## config.mk

```make
export PLATFORM = sky130hd
export DESIGN_NAME = pipeline_core
export DESIGN_NICKNAME = d
export VERILOG_FILES = /design/src/hw/isa_pkg.sv /design/src/hw/pipeline_pkg.sv /design/src/hw/pipeline_core.sv /design/src/hw/memory_stage.sv /design/src/hw/execute_stage.sv /design/src/hw/decode_stage.sv /design/src/hw/hazard_detection_unit.sv /design/src/hw/register_file.sv
export SDC_FILE = /design/constraint.sdc
export NUM_CORES = 2
export LEC_CHECK = 0
export BUFFER_PORTS_ARGS = -buffer_cell sky130_fd_sc_hd__buf_2
export CORE_MARGIN = 5
export CORE_UTILIZATION = 35
export CTS_CLUSTER_SIZE = 28
export DETAILED_ROUTE_END_ITERATION = 8
export HOLD_SLACK_MARGIN = 0.1
export PLACE_DENSITY = 0.54
export REMOVE_ABC_BUFFERS = 1
export SETUP_SLACK_MARGIN = 0.02
export SYNTH_ARGS = -nofsm -noshare
export SYNTH_HDL_FRONTEND = slang
export SYNTH_SLANG_ARGS = --single-unit
export TNS_END_PERCENT = 10
```

## constraint.sdc

```tcl
create_clock -name clk -period 10.55 [get_ports clk]
set_input_delay 0 -clock clk [delete_from_list [all_inputs] [get_ports clk]]
set_output_delay 0 -clock clk [all_outputs]
set_load 0.005 [all_outputs]
```

## src/hw/isa_pkg.sv

```systemverilog
/*
 * RV32I subset definitions
 * Data and register index widths, funct3 codes
 * Opcode and ALU operation enums, decoded instruction struct
 */
package isa_pkg;

  // Data path and register file geometry
  localparam int XLEN      = 32;
  localparam int REG_IDX_W = 5;
  localparam int NUM_REGS  = 32;

  // funct3 codes shared by OP and OP-IMM
  localparam logic [2:0] F3_ADD_SUB = 3'b000;
  localparam logic [2:0] F3_SLT     = 3'b010;
  localparam logic [2:0] F3_XOR     = 3'b100;
  localparam logic [2:0] F3_OR      = 3'b110;
  localparam logic [2:0] F3_AND     = 3'b111;

  // Major opcodes kept in this core
  typedef enum logic [6:0] {
    OP_REG   = 7'b0110011,
    OP_IMM   = 7'b0010011,
    OP_LOAD  = 7'b0000011,
    OP_STORE = 7'b0100011
  } opcode_e;

  typedef enum logic [2:0] {
    ADD, SUB, AND, OR, XOR, SLT
  } alu_op_e;

  // One instruction after decode
  typedef struct packed {
    opcode_e                opcode;
    alu_op_e                alu_op;
    logic [REG_IDX_W-1:0]   rs1;
    logic [REG_IDX_W-1:0]   rs2;
    logic [REG_IDX_W-1:0]   rd;
    logic [XLEN-1:0]        imm;
    logic                   uses_rs2;
    logic                   writes_rd;
  } decoded_t;

endpackage
```

## src/hw/pipeline_pkg.sv

```systemverilog
/*
 * Pipeline structures
 * Data memory depth, stage registers, hazard destination, retire record
 */
package pipeline_pkg;

  // Data memory is word organised
  localparam int DMEM_WORDS  = 64;
  localparam int DMEM_ADDR_W = $clog2(DMEM_WORDS);

  // Decode to execute register
  typedef struct packed {
    logic                      valid;
    isa_pkg::decoded_t         dec;
    logic [isa_pkg::XLEN-1:0]  rs1_val;
    logic [isa_pkg::XLEN-1:0]  rs2_val;
  } ex_req_t;

  // Execute to memory register
  typedef struct packed {
    logic                          valid;
    isa_pkg::opcode_e              opcode;
    logic [isa_pkg::REG_IDX_W-1:0] rd;
    logic                          writes_rd;
    // ALU result, or byte address for load and store
    logic [isa_pkg::XLEN-1:0]      alu_result;
    logic [isa_pkg::XLEN-1:0]      store_data;
  } mem_req_t;

  // Completed instruction as seen on the retire port
  typedef struct packed {
    isa_pkg::opcode_e              opcode;
    logic [isa_pkg::REG_IDX_W-1:0] rd;
    logic                          writes_rd;
    logic [isa_pkg::XLEN-1:0]      value;
    logic [isa_pkg::XLEN-1:0]      addr;
  } retire_t;

  // Destination of an instruction in flight, for hazard checks
  typedef struct packed {
    logic                          valid;
    logic                          writes_rd;
    logic [isa_pkg::REG_IDX_W-1:0] rd;
  } stage_dst_t;

endpackage

```

## src/hw/pipeline_core.sv

```systemverilog
/*
 * Four-stage RV32I subset core
 * Decode, execute, memory and writeback with stall-only hazard handling
 */
`timescale 1ns/1ps

module pipeline_core (
  input  logic                  clk,
  input  logic                  rst,
  input  logic                  instr_valid,
  input  logic [31:0]           instr,
  output logic                  instr_ready,
  output logic                  retire_valid,
  output pipeline_pkg::retire_t retire
);
  import isa_pkg::*;
  import pipeline_pkg::*;

  // Decode to hazard unit
  decoded_t   dec;
  logic       dec_valid;
  logic       stall;

  // Register file ports
  logic [REG_IDX_W-1:0] rs_idx_a;
  logic [REG_IDX_W-1:0] rs_idx_b;
  logic [XLEN-1:0]      rs_data_a;
  logic [XLEN-1:0]      rs_data_b;
  logic                 wr_en;
  logic [REG_IDX_W-1:0] wr_idx;
  logic [XLEN-1:0]      wr_data;

  // Stage registers and in-flight destinations
  ex_req_t    ex_req;
  mem_req_t   mem_req;
  stage_dst_t ex_dst;
  stage_dst_t mem_dst;

  decode_stage decode_stage_i (
    .clk         (clk),
    .rst         (rst),
    .instr_valid (instr_valid),
    .instr       (instr),
    .stall       (stall),
    .rs_data_a   (rs_data_a),
    .rs_data_b   (rs_data_b),
    .instr_ready (instr_ready),
    .dec         (dec),
    .dec_valid   (dec_valid),
    .rs_idx_a    (rs_idx_a),
    .rs_idx_b    (rs_idx_b),
    .ex_req      (ex_req)
  );

  hazard_detection_unit hazard_detection_unit_i (
    .dec_valid (dec_valid),
    .dec       (dec),
    .ex_dst    (ex_dst),
    .mem_dst   (mem_dst),
    .stall     (stall)
  );

  register_file register_file_i (
    .clk       (clk),
    .rst       (rst),
    .rd_idx_a  (rs_idx_a),
    .rd_idx_b  (rs_idx_b),
    .wr_en     (wr_en),
    .wr_idx    (wr_idx),
    .wr_data   (wr_data),
    .rd_data_a (rs_data_a),
    .rd_data_b (rs_data_b)
  );

  execute_stage execute_stage_i (
    .clk     (clk),
    .rst     (rst),
    .ex_req  (ex_req),
    .ex_dst  (ex_dst),
    .mem_req (mem_req)
  );

  // Writeback lives in the memory stage output register
  memory_stage memory_stage_i (
    .clk          (clk),
    .rst          (rst),
    .mem_req      (mem_req),
    .mem_dst      (mem_dst),
    .wr_en        (wr_en),
    .wr_idx       (wr_idx),
    .wr_data      (wr_data),
    .retire_valid (retire_valid),
    .retire       (retire)
  );

endmodule

```

## src/hw/memory_stage.sv

```systemverilog
/*
 * Memory stage
 * 64-word data memory, word load and store
 * Writeback register driving register write and retire port
 */
`timescale 1ns/1ps

module memory_stage (
  input  logic                          clk,
  input  logic                          rst,
  input  pipeline_pkg::mem_req_t        mem_req,
  output pipeline_pkg::stage_dst_t      mem_dst,
  output logic                          wr_en,
  output logic [isa_pkg::REG_IDX_W-1:0] wr_idx,
  output logic [isa_pkg::XLEN-1:0]      wr_data,
  output logic                          retire_valid,
  output pipeline_pkg::retire_t         retire
);
  import isa_pkg::*;
  import pipeline_pkg::*;

  logic [XLEN-1:0]        dmem [DMEM_WORDS];
  logic [DMEM_ADDR_W-1:0] word_addr;
  logic                   is_load;
  logic                   is_store;
  logic [XLEN-1:0]        load_data;

  assign mem_dst.valid     = mem_req.valid;
  assign mem_dst.writes_rd = mem_req.writes_rd;
  assign mem_dst.rd        = mem_req.rd;

  // Byte address bits 7:2 select the word
  assign word_addr = mem_req.alu_result[DMEM_ADDR_W+1:2];
  assign is_load   = mem_req.valid && mem_req.opcode == OP_LOAD;
  assign is_store  = mem_req.valid && mem_req.opcode == OP_STORE;
  assign load_data = dmem[word_addr];

  // Memory starts out zeroed
  always_ff @(posedge clk)
  begin
    if (rst)
    begin
      for (int i = 0; i < DMEM_WORDS; i++)
        dmem[i] <= '0;
    end
    else if (is_store)
      dmem[word_addr] <= mem_req.store_data;
  end

  // Writeback record
  always_ff @(posedge clk)
  begin
    if (rst)
      retire_valid <= 1'b0;
    else
    begin
      retire_valid     <= mem_req.valid;
      retire.opcode    <= mem_req.opcode;
      retire.rd        <= mem_req.rd;
      retire.writes_rd <= mem_req.writes_rd;
      retire.value     <= is_load ? load_data :
                          is_store ? mem_req.store_data : mem_req.alu_result;
      retire.addr      <= (is_load || is_store) ? XLEN'(word_addr) : '0;
    end
  end

  assign wr_en   = retire_valid && retire.writes_rd;
  assign wr_idx  = retire.rd;
  assign wr_data = retire.value;

endmodule

```

## src/hw/execute_stage.sv

```systemverilog
/*
 * Execute stage
 * ALU and address adder, execute to memory register
 */
`timescale 1ns/1ps

module execute_stage (
  input  logic                     clk,
  input  logic                     rst,
  input  pipeline_pkg::ex_req_t    ex_req,
  output pipeline_pkg::stage_dst_t ex_dst,
  output pipeline_pkg::mem_req_t   mem_req
);
  import isa_pkg::*;
  import pipeline_pkg::*;

  logic [XLEN-1:0] op_a;
  logic [XLEN-1:0] op_b;
  logic [XLEN-1:0] result;

  // Destination seen by the hazard unit
  assign ex_dst.valid     = ex_req.valid;
  assign ex_dst.writes_rd = ex_req.dec.writes_rd;
  assign ex_dst.rd        = ex_req.dec.rd;

  // Immediate replaces rs2 for everything but register ops
  assign op_a = ex_req.rs1_val;
  assign op_b = (ex_req.dec.opcode == OP_REG) ? ex_req.rs2_val : ex_req.dec.imm;

  // Loads and stores arrive with ADD, so this is also the address
  always_comb
  begin
    case (ex_req.dec.alu_op)
      ADD:     result = op_a + op_b;
      SUB:     result = op_a - op_b;
      AND:     result = op_a & op_b;
      OR:      result = op_a | op_b;
      XOR:     result = op_a ^ op_b;
      SLT:     result = {{(XLEN-1){1'b0}}, $signed(op_a) < $signed(op_b)};
      default: result = op_a + op_b;
    endcase
  end

  always_ff @(posedge clk)
  begin
    if (rst)
      mem_req.valid <= 1'b0;
    else
    begin
      mem_req.valid      <= ex_req.valid;
      mem_req.opcode     <= ex_req.dec.opcode;
      mem_req.rd         <= ex_req.dec.rd;
      mem_req.writes_rd  <= ex_req.dec.writes_rd;
      mem_req.alu_result <= result;
      // Store data comes from rs2
      mem_req.store_data <= ex_req.rs2_val;
    end
  end

endmodule

```

## src/hw/decode_stage.sv

```systemverilog
/*
 * Decode stage
 * Instruction holding register with valid/ready intake
 * Field and immediate decode, register read, issue into execute
 */
`timescale 1ns/1ps

module decode_stage (
  input  logic                          clk,
  input  logic                          rst,
  input  logic                          instr_valid,
  input  logic [31:0]                   instr,
  input  logic                          stall,
  input  logic [isa_pkg::XLEN-1:0]      rs_data_a,
  input  logic [isa_pkg::XLEN-1:0]      rs_data_b,
  output logic                          instr_ready,
  output isa_pkg::decoded_t             dec,
  output logic                          dec_valid,
  output logic [isa_pkg::REG_IDX_W-1:0] rs_idx_a,
  output logic [isa_pkg::REG_IDX_W-1:0] rs_idx_b,
  output pipeline_pkg::ex_req_t         ex_req
);
  import isa_pkg::*;
  import pipeline_pkg::*;

  logic [31:0] instr_q;
  logic [2:0]  funct3;
  logic        funct7_b5;

  // Room when empty, or when the held instruction leaves this edge
  assign instr_ready = !dec_valid || !stall;

  always_ff @(posedge clk)
  begin
    if (rst)
      dec_valid <= 1'b0;
    else if (instr_ready)
      dec_valid <= instr_valid;
  end

  always_ff @(posedge clk)
  begin
    if (instr_valid && instr_ready)
      instr_q <= instr;
  end

  assign funct3    = instr_q[14:12];
  assign funct7_b5 = instr_q[30];

  always_comb
  begin
    dec.opcode   = opcode_e'(instr_q[6:0]);
    dec.rs1      = instr_q[19:15];
    dec.rs2      = instr_q[24:20];
    dec.rd       = instr_q[11:7];
    dec.uses_rs2 = 1'b0;
    dec.alu_op   = ADD;
    // I-type immediate by default
    dec.imm      = {{(XLEN-12){instr_q[31]}}, instr_q[31:20]};
    case (funct3)
      F3_ADD_SUB: dec.alu_op = (dec.opcode == OP_REG && funct7_b5) ? SUB : ADD;
      F3_SLT:     dec.alu_op = SLT;
      F3_XOR:     dec.alu_op = XOR;
      F3_OR:      dec.alu_op = OR;
      F3_AND:     dec.alu_op = AND;
      default:    dec.alu_op = ADD;
    endcase
    case (dec.opcode)
      OP_REG:   dec.uses_rs2 = 1'b1;
      OP_LOAD:  dec.alu_op   = ADD;
      OP_STORE:
      begin
        // S-type has no destination
        // Its rd bits belong to the offset
        dec.uses_rs2 = 1'b1;
        dec.alu_op   = ADD;
        dec.rd       = '0;
        dec.imm      = {{(XLEN-12){instr_q[31]}}, instr_q[31:25], instr_q[11:7]};
      end
      default:  dec.uses_rs2 = 1'b0;
    endcase
    dec.writes_rd = (dec.opcode == OP_REG || dec.opcode == OP_IMM ||
                     dec.opcode == OP_LOAD) && dec.rd != '0;
  end

  assign rs_idx_a = dec.rs1;
  assign rs_idx_b = dec.rs2;

  // A stall sends a bubble into execute instead of the held instruction
  always_ff @(posedge clk)
  begin
    if (rst || stall)
      ex_req.valid <= 1'b0;
    else
    begin
      ex_req.valid   <= dec_valid;
      ex_req.dec     <= dec;
      ex_req.rs1_val <= rs_data_a;
      ex_req.rs2_val <= rs_data_b;
    end
  end

endmodule

```

## src/hw/hazard_detection_unit.sv

```systemverilog
/*
 * Data hazard detection without forwarding
 * Checks decode sources against execute and memory destinations
 */
`timescale 1ns/1ps

module hazard_detection_unit (
  input  logic                    dec_valid,
  input  isa_pkg::decoded_t       dec,
  input  pipeline_pkg::stage_dst_t ex_dst,
  input  pipeline_pkg::stage_dst_t mem_dst,
  output logic                    stall
);
  import isa_pkg::*;
  import pipeline_pkg::*;

  // True when a source register is produced by the given stage
  function automatic logic dst_hit(stage_dst_t dst, logic [REG_IDX_W-1:0] src);
    dst_hit = dst.valid && dst.writes_rd && src != '0 && dst.rd == src;
  endfunction

  logic rs1_hit;
  logic rs2_hit;

  // rs1 is read by every kept instruction
  // Both younger stages are checked together so neither can mask the other
  always_comb
  begin
    rs1_hit = dst_hit(ex_dst, dec.rs1) || dst_hit(mem_dst, dec.rs1);
    rs2_hit = 1'b0;
    // rs2 only matters for register ALU ops and stores
    if (dec.uses_rs2)
      rs2_hit = dst_hit(ex_dst, dec.rs2) || dst_hit(mem_dst, dec.rs2);
  end

  // Writeback producers need no stall since the register file bypasses them
  assign stall = dec_valid && (rs1_hit || rs2_hit);

endmodule

```

## src/hw/register_file.sv

```systemverilog
/*
 * Integer register file, 32 x 32 bit
 * Two read ports, one write port, x0 hardwired to zero
 * Write data bypassed to reads of the same index
 */
`timescale 1ns/1ps

module register_file (
  input  logic                          clk,
  input  logic                          rst,
  input  logic [isa_pkg::REG_IDX_W-1:0] rd_idx_a,
  input  logic [isa_pkg::REG_IDX_W-1:0] rd_idx_b,
  input  logic                          wr_en,
  input  logic [isa_pkg::REG_IDX_W-1:0] wr_idx,
  input  logic [isa_pkg::XLEN-1:0]      wr_data,
  output logic [isa_pkg::XLEN-1:0]      rd_data_a,
  output logic [isa_pkg::XLEN-1:0]      rd_data_b
);
  import isa_pkg::*;

  logic [XLEN-1:0] regs [NUM_REGS];

  // Writes to x0 are dropped
  always_ff @(posedge clk)
  begin
    if (rst)
    begin
      for (int i = 0; i < NUM_REGS; i++)
        regs[i] <= '0;
    end
    else if (wr_en && wr_idx != '0)
      regs[wr_idx] <= wr_data;
  end

  // Writeback value wins over the stored one on both read ports
  always_comb
  begin
    rd_data_a = regs[rd_idx_a];
    rd_data_b = regs[rd_idx_b];
    if (wr_en && wr_idx == rd_idx_a)
      rd_data_a = wr_data;
    if (wr_en && wr_idx == rd_idx_b)
      rd_data_b = wr_data;
    // x0 always reads zero
    if (rd_idx_a == '0)
      rd_data_a = '0;
    if (rd_idx_b == '0)
      rd_data_b = '0;
  end

endmodule

```

## After elaboration in Yosys (flattened, before gate mapping)

Memories as Yosys holds them, arrays and structs flattened. A register that Yosys moved wholly into a read port is not among the register bits.
Index checks and enable logic that the tools add are counted.

- Add/sub/neg operators: 2
- Multiply operators: 0
- Divide/modulo/power cells: 0
- Magnitude comparators: 1
- Equality and inequality tests: 20
- Shift-type cells: 0
- Muxes and demuxes: 24
- Bitwise logic cells: 3
- Reduce and logical (&&, ||, !) cells: 41

Operators with widths:

| operator | count |
|---|---|
| 32-bit two-way mux | 5 |
| 32-bit case mux with 5 select lines | 1 |
| 32-bit OR reduction | 2 |
| 37-bit two-way mux | 1 |
| 32-bit adder | 1 |
| 32-bit AND | 1 |
| 32-bit < comparator | 1 |
| 32-bit bitwise OR | 1 |
| 32-bit subtractor | 1 |
| 32-bit bitwise XOR | 1 |
| 7-bit by 6-bit equality test with 1-bit output, second input constant | 4 |
| 5-bit equality test | 4 |
| 5-bit nonzero test | 4 |
| 1-bit logical AND | 18 |
| 3-bit equality test, second input constant | 5 |
| 3-bit case mux with 5 select lines | 1 |
| 7-bit by 2-bit equality test with 1-bit output, second input constant | 2 |
| 1-bit two-way mux | 13 |
| 6-bit two-way mux | 2 |
| 5-bit zero test | 2 |
| 3-bit by 2-bit equality test with 1-bit output, second input constant | 3 |
| 1-bit logical OR | 8 |
| 7-bit by 5-bit equality test with 1-bit output, second input constant | 1 |
| 5-bit two-way mux | 1 |
| other kinds (4) | 8 |

- Register bits: 238
- Bits in latches: 0
- Bits in writable memories: 3,072
- Memory bits (read-only): 0
- Bits of input ports: 35
- Output and inout port bits: 79
- Logic and storage cells: 114
- Memories kept: 2

Memory list:

| memory | depth | bits a word | read ports | clocked after memory_dff | write ports | RTL line | source |
|---|---|---|---|---|---|---|---|
| memory_stage_i.dmem | 64 | 32 | 1 | 1 | 64 | memory_stage.sv:22 | `logic [XLEN-1:0] dmem [DMEM_WORDS];` |
| register_file_i.regs | 32 | 32 | 2 | 2 | 32 | register_file.sv:21 | `logic [XLEN-1:0] regs [NUM_REGS];` |

## Depth between registers and ports, before layout

- Depth after elaboration: 10
- Mapped depth: 18
- Depth with buffers taken out: 16

## Modules after synthesis

A second synthesis with hierarchy kept.

- Cells, all modules: 12,291
- Area, all modules: 164,258.8 µm²

Modules (own cells, without submodules):

| module | instances | cells an instance | area an instance (µm²) |
|---|---|---|---|
| memory_stage | 1 | 7,263 | 95,875.7 |
| register_file | 1 | 3,740 | 54,722.5 |
| execute_stage | 1 | 1,006 | 8,454.4 |
| decode_stage | 1 | 246 | 4,934.7 |
| hazard_detection_unit | 1 | 36 | 271.5 |

## Worst setup path before layout

OpenSTA, ideal clock, no wires.

- Path type: input port to flip-flop
- From: input port rst
- To: memory memory_stage_i.dmem[4][0] (enable)
- Library setup time: 0.788 ns
- Data arrival time: 7.997 ns
- Required time: 9.762 ns
- Path slack: 1.765 ns
- Cell stages on the path: 5
- Path buffers: 3
- Path through: inv_1 clkbuf_1 clkbuf_1 clkbuf_1 o21ai_0

RTL lines:

| item | RTL line | source |
|---|---|---|
| from (decl) | pipeline_core.sv:9 | `input logic rst,` |
| to (decl) | memory_stage.sv:22 |  |

## Final worst setup path

- From: register decode_stage_i.ex_req[122] (netlist name)
- To: register execute_stage_i.mem_req[62] (netlist name)

- Word-level cells in the longest chain between the ends: 4
- Elaborated cells on any way between the ends: 8
- Those cells by class: 2 x add/sub; 1 x eq/ne; 2 x mux; 3 x bitwise

RTL lines:

| item | RTL line | source |
|---|---|---|
| 7-bit by 6-bit equality test with 1-bit output * | execute_stage.sv:28 | `assign op_b = (ex_req.dec.opcode == OP_REG) ? ex_req.rs2_val : ex_req.dec.imm;` |
| 32-bit two-way mux * | execute_stage.sv:28 |  |
| 32-bit adder (tied with other cells) | execute_stage.sv:34, execute_stage.sv:40 |  |
| 32-bit case mux with 5 select lines * | execute_stage.sv:33 | `case (ex_req.dec.alu_op)` |
| named net execute_stage_i.result[30] | execute_stage.sv:19 | `logic [XLEN-1:0] result;` |

Mark *: on every way through the listed nets, which the timed path passes. The rest lies on a longest branch.
A chain may end at the register's enable or synchronous reset.

==> results.toml <==
[worst_setup_path]
path_max_fanout = 33
crit_type = "reg2reg"
critPathRequiredTime_ps = 11390
path_cells = "nand4bb_1, nor3_2, buf_4, mux2_2, ha_1, fa_1, a21o_1, a21oi_1, o21ai_0, a21oi_1, o31ai_1, a311oi_1, o21ai_1, a31oi_1, xnor2_1, a221oi_1"
crit_family = "compound AO/OA/AOI/OAI gates"
crit_arrival_ps = 6690
cpMostUsedCell = "a21oi_1"
end_kind = "flip-flop"
cp_slowest_cell = "a311oi_1"
slowest_delay_ps = 720
cp-start-kind = "flip-flop"
path_buf_inv = 1

[floorplan]
initial_core_util = 0.351
die_x_um = 691
core_mm2 = 0.463
die_y_um = 691
ios = 114
num_rows = 250
die_area_mm2 = 0.477

[sta]
clock_skew_ps = 121
fin_ws_ps = 4690
hold_viol_final = 0
fin_crit_sh = 0.555
setup_violations = 0
fmax_ghz = 0.171
tns_ps = 0
max_slew_margin = 0.139
rsz0062_at_grt = "no"
drv_slew = 0
worstMarginPinSlew_ps = 1290
period_needed_ps = 5860

[grt]
grt_util_all_layers = 0.233
grt_pass1_wl_mm = 789
antenna_found_initial = 47
grt_pass1_vias = 99500
overflow = 0
grt_max_degree = 132

[clocking]
clkTransAtPathRegs_ps = 70
cts_inserted_buffers = 374
cts_tree = "built"
clk_latency_ps = 1030
cts.sinks = 3334
clock_path_buffers = 4
cts-root-buf = "clkbuf_16"
cts_htree_levels = 5
cts_setup_buffers = 0

[yosys]
synth_compound_area_frac = 0.0325
ys_ff_latch = 3334
synth_adder_area_share = 0.00765
synth.area.top_cells = "edfxtp_1 (62%), mux4_2 (16%), and2_1 (12%)"
yosys.area_share.simple = 0.134
async_flop_share = 0
synthMuxAreaShare = 0.178
yosysSeqAreaShare = 0.616
syn_area_mm2 = 0.162
ys_warn_count = 0
synthXorXnorAreaFrac = 0.00259
ys_types = 80
synth_top_family_by_area = "multiplexers"
synth.most_common_cell = "edfxtp_1"
yosys.area.top_type_share = 0.615
yosys.area.top_type = "edfxtp_1"
ys.flop_type = "edfxtp_1"
netlist_instances = 10600
synth_edf_count = 3324
synthTopCellsByCount = "edfxtp_1 (3324), and2_1 (3050), mux4_2 (1145)"
avgSynthCellArea_um2 = 15.3

[placed_design]
portBuffers = 87
gp_congestion = 0.878
dp_hpwl_mm = 318
pre_cts_ws_ps = 4710
dp.cells = 16200

[route]
routed_wl_mm = 571
met3_length_mm = 53.0
antenna_left = 0
wl_per_cell_um = 33.7
dr.first_iter.drc_count = 12600
drt-met1-wl_mm = 218
drc_errors = 0
highest_layer = "met5"
dr_wl_met2_mm = 275
vias_per_cell = 5.74
vias = 97300
firstDrtPassIters = 6

[layout]
fin_util = 0.396
fin_nets = 10600
syn2layout_area_growth_pct = 13.1
drive_gt1_frac = 0.226
fillCellCount = 42300
stdcell_count = 16900

[power_and_ir_drop]
peakVddDrop_mv = 0.139
p_leak_nw = 64.9
cellPowerDensity_mw_per_mm2 = 182

[run_status]
outcome = "finished clean"

[run]
drv_cap = 0

[worst_hold_path]
min_path_type = "in2reg"
==> stage by stage <==
step | hold slack, ps | power, mW | area (um2)
after floorplan | 71.6 | 20.0 | 158000
after global placement | 177 | 20.7 | 171000
after detailed placement | 178 | 20.8 | 171000
after CTS | 128 | 33.6 | 183000
after global routing | 160 | 34.4 | 183000
final | 194 | 33.4 | 183000
==> kinds of logic after synthesis <==
family          count (synthesis)
other cells                     1
xor+xnor                       48
compound gates                812
fa+ha+maj                      98
mux                          1446
buf+inv                      1217
flops                        3334
simple gates                 3641
==> registers in the layout (all words and copies together), names as in the netlist, named ones only <==
name	cells
decode_stage_i.dec_valid	1
decode_stage_i.ex_req	93
decode_stage_i.instr_q	32
execute_stage_i.mem_req	78
memory_stage_i.dmem	2048
memory_stage_i.retire	14
memory_stage_i.retire_valid	1
memory_stage_i.wr_data	32
memory_stage_i.wr_idx	5
register_file_i.regs	1024
==> final timing paths <==
check	startpoint	endpoint	slack (ps)	cells after the start
min reg2reg	decode_stage_i.instr_q[28]	decode_stage_i.ex_req[74]	440	0
max	decode_stage_i.ex_req[122]	execute_stage_i.mem_req[62]	4690	16
max reg2reg	decode_stage_i.ex_req[122]	execute_stage_i.mem_req[62]	4690	16
min	rst	register_file_i.regs[0][19]	190	2
==> cell type report <==
class / count / area (um2) / share of cell area
multi-input combinational: 6103 / 59400 / 0.323
inverter: 109 / 419 / 0.00228
antenna: 28 / 70.1 / 0.000382
tap: 6174 / 7720 / 0.0421
clock buffer: 444 / 9730 / 0.0530
clock inverter: 241 / 2090 / 0.0114
sequential: 3334 / 100000 / 0.545
timing repair buffer: 515 / 4060 / 0.0221
==> report_power, final <==
part | internal (mW) | total, mW | switching, mW | leakage (nW)
registers | 15.1 | 15.4 | 0.345 | 34.0
clock network | 7.29 | 12.9 | 5.57 | 5.79
logic | 1.93 | 5.11 | 3.18 | 25.1
==> per-layer routing <==
metal  global-route usage  up-vias
li1                     -    39400
met1                0.304    51700
met2                0.386     5073
met3               0.0450     1116
met4               0.0887       16
met5                    0        -
==> cells in the final DEF, fill, tap and decap left out, drive strengths merged, types with 68 or more instances in the layout <==
cell type | synthesis | final
inv | 106 | 120
buf | 175 | 447
clkinv | 3 | 189
o22ai | 75 | 75
and2 | 3050 | 3050
nand2 | 161 | 161
a21oi | 188 | 188
mux2i | 220 | 220
clkbuf | 933 | 444
o21ai | 202 | 202
mux4 | 1145 | 1145
ha | 96 | 96
edfxtp | 3324 | 3324
mux2 | 81 | 81
a211oi | 72 | 72
dlygate4sd3 | 0 | 68
nor2 | 261 | 261
==> what timing repair did <==
action	in CTS	in global routing
resized for setup	0	0
endpoints found under the hold margin	100	0
hold buffers	68	0
==> worst reg2reg max path: cells and delay by family (launching register included) <==
kind            cells  cell delay, ps
fa+ha+maj           2             690
compound gates      9            3210
flops               1             390
buf+inv             1             410
mux                 1             440
simple gates        2             460
xor+xnor            1             100
Note: power is estimated with default switching activity, not from simulation.
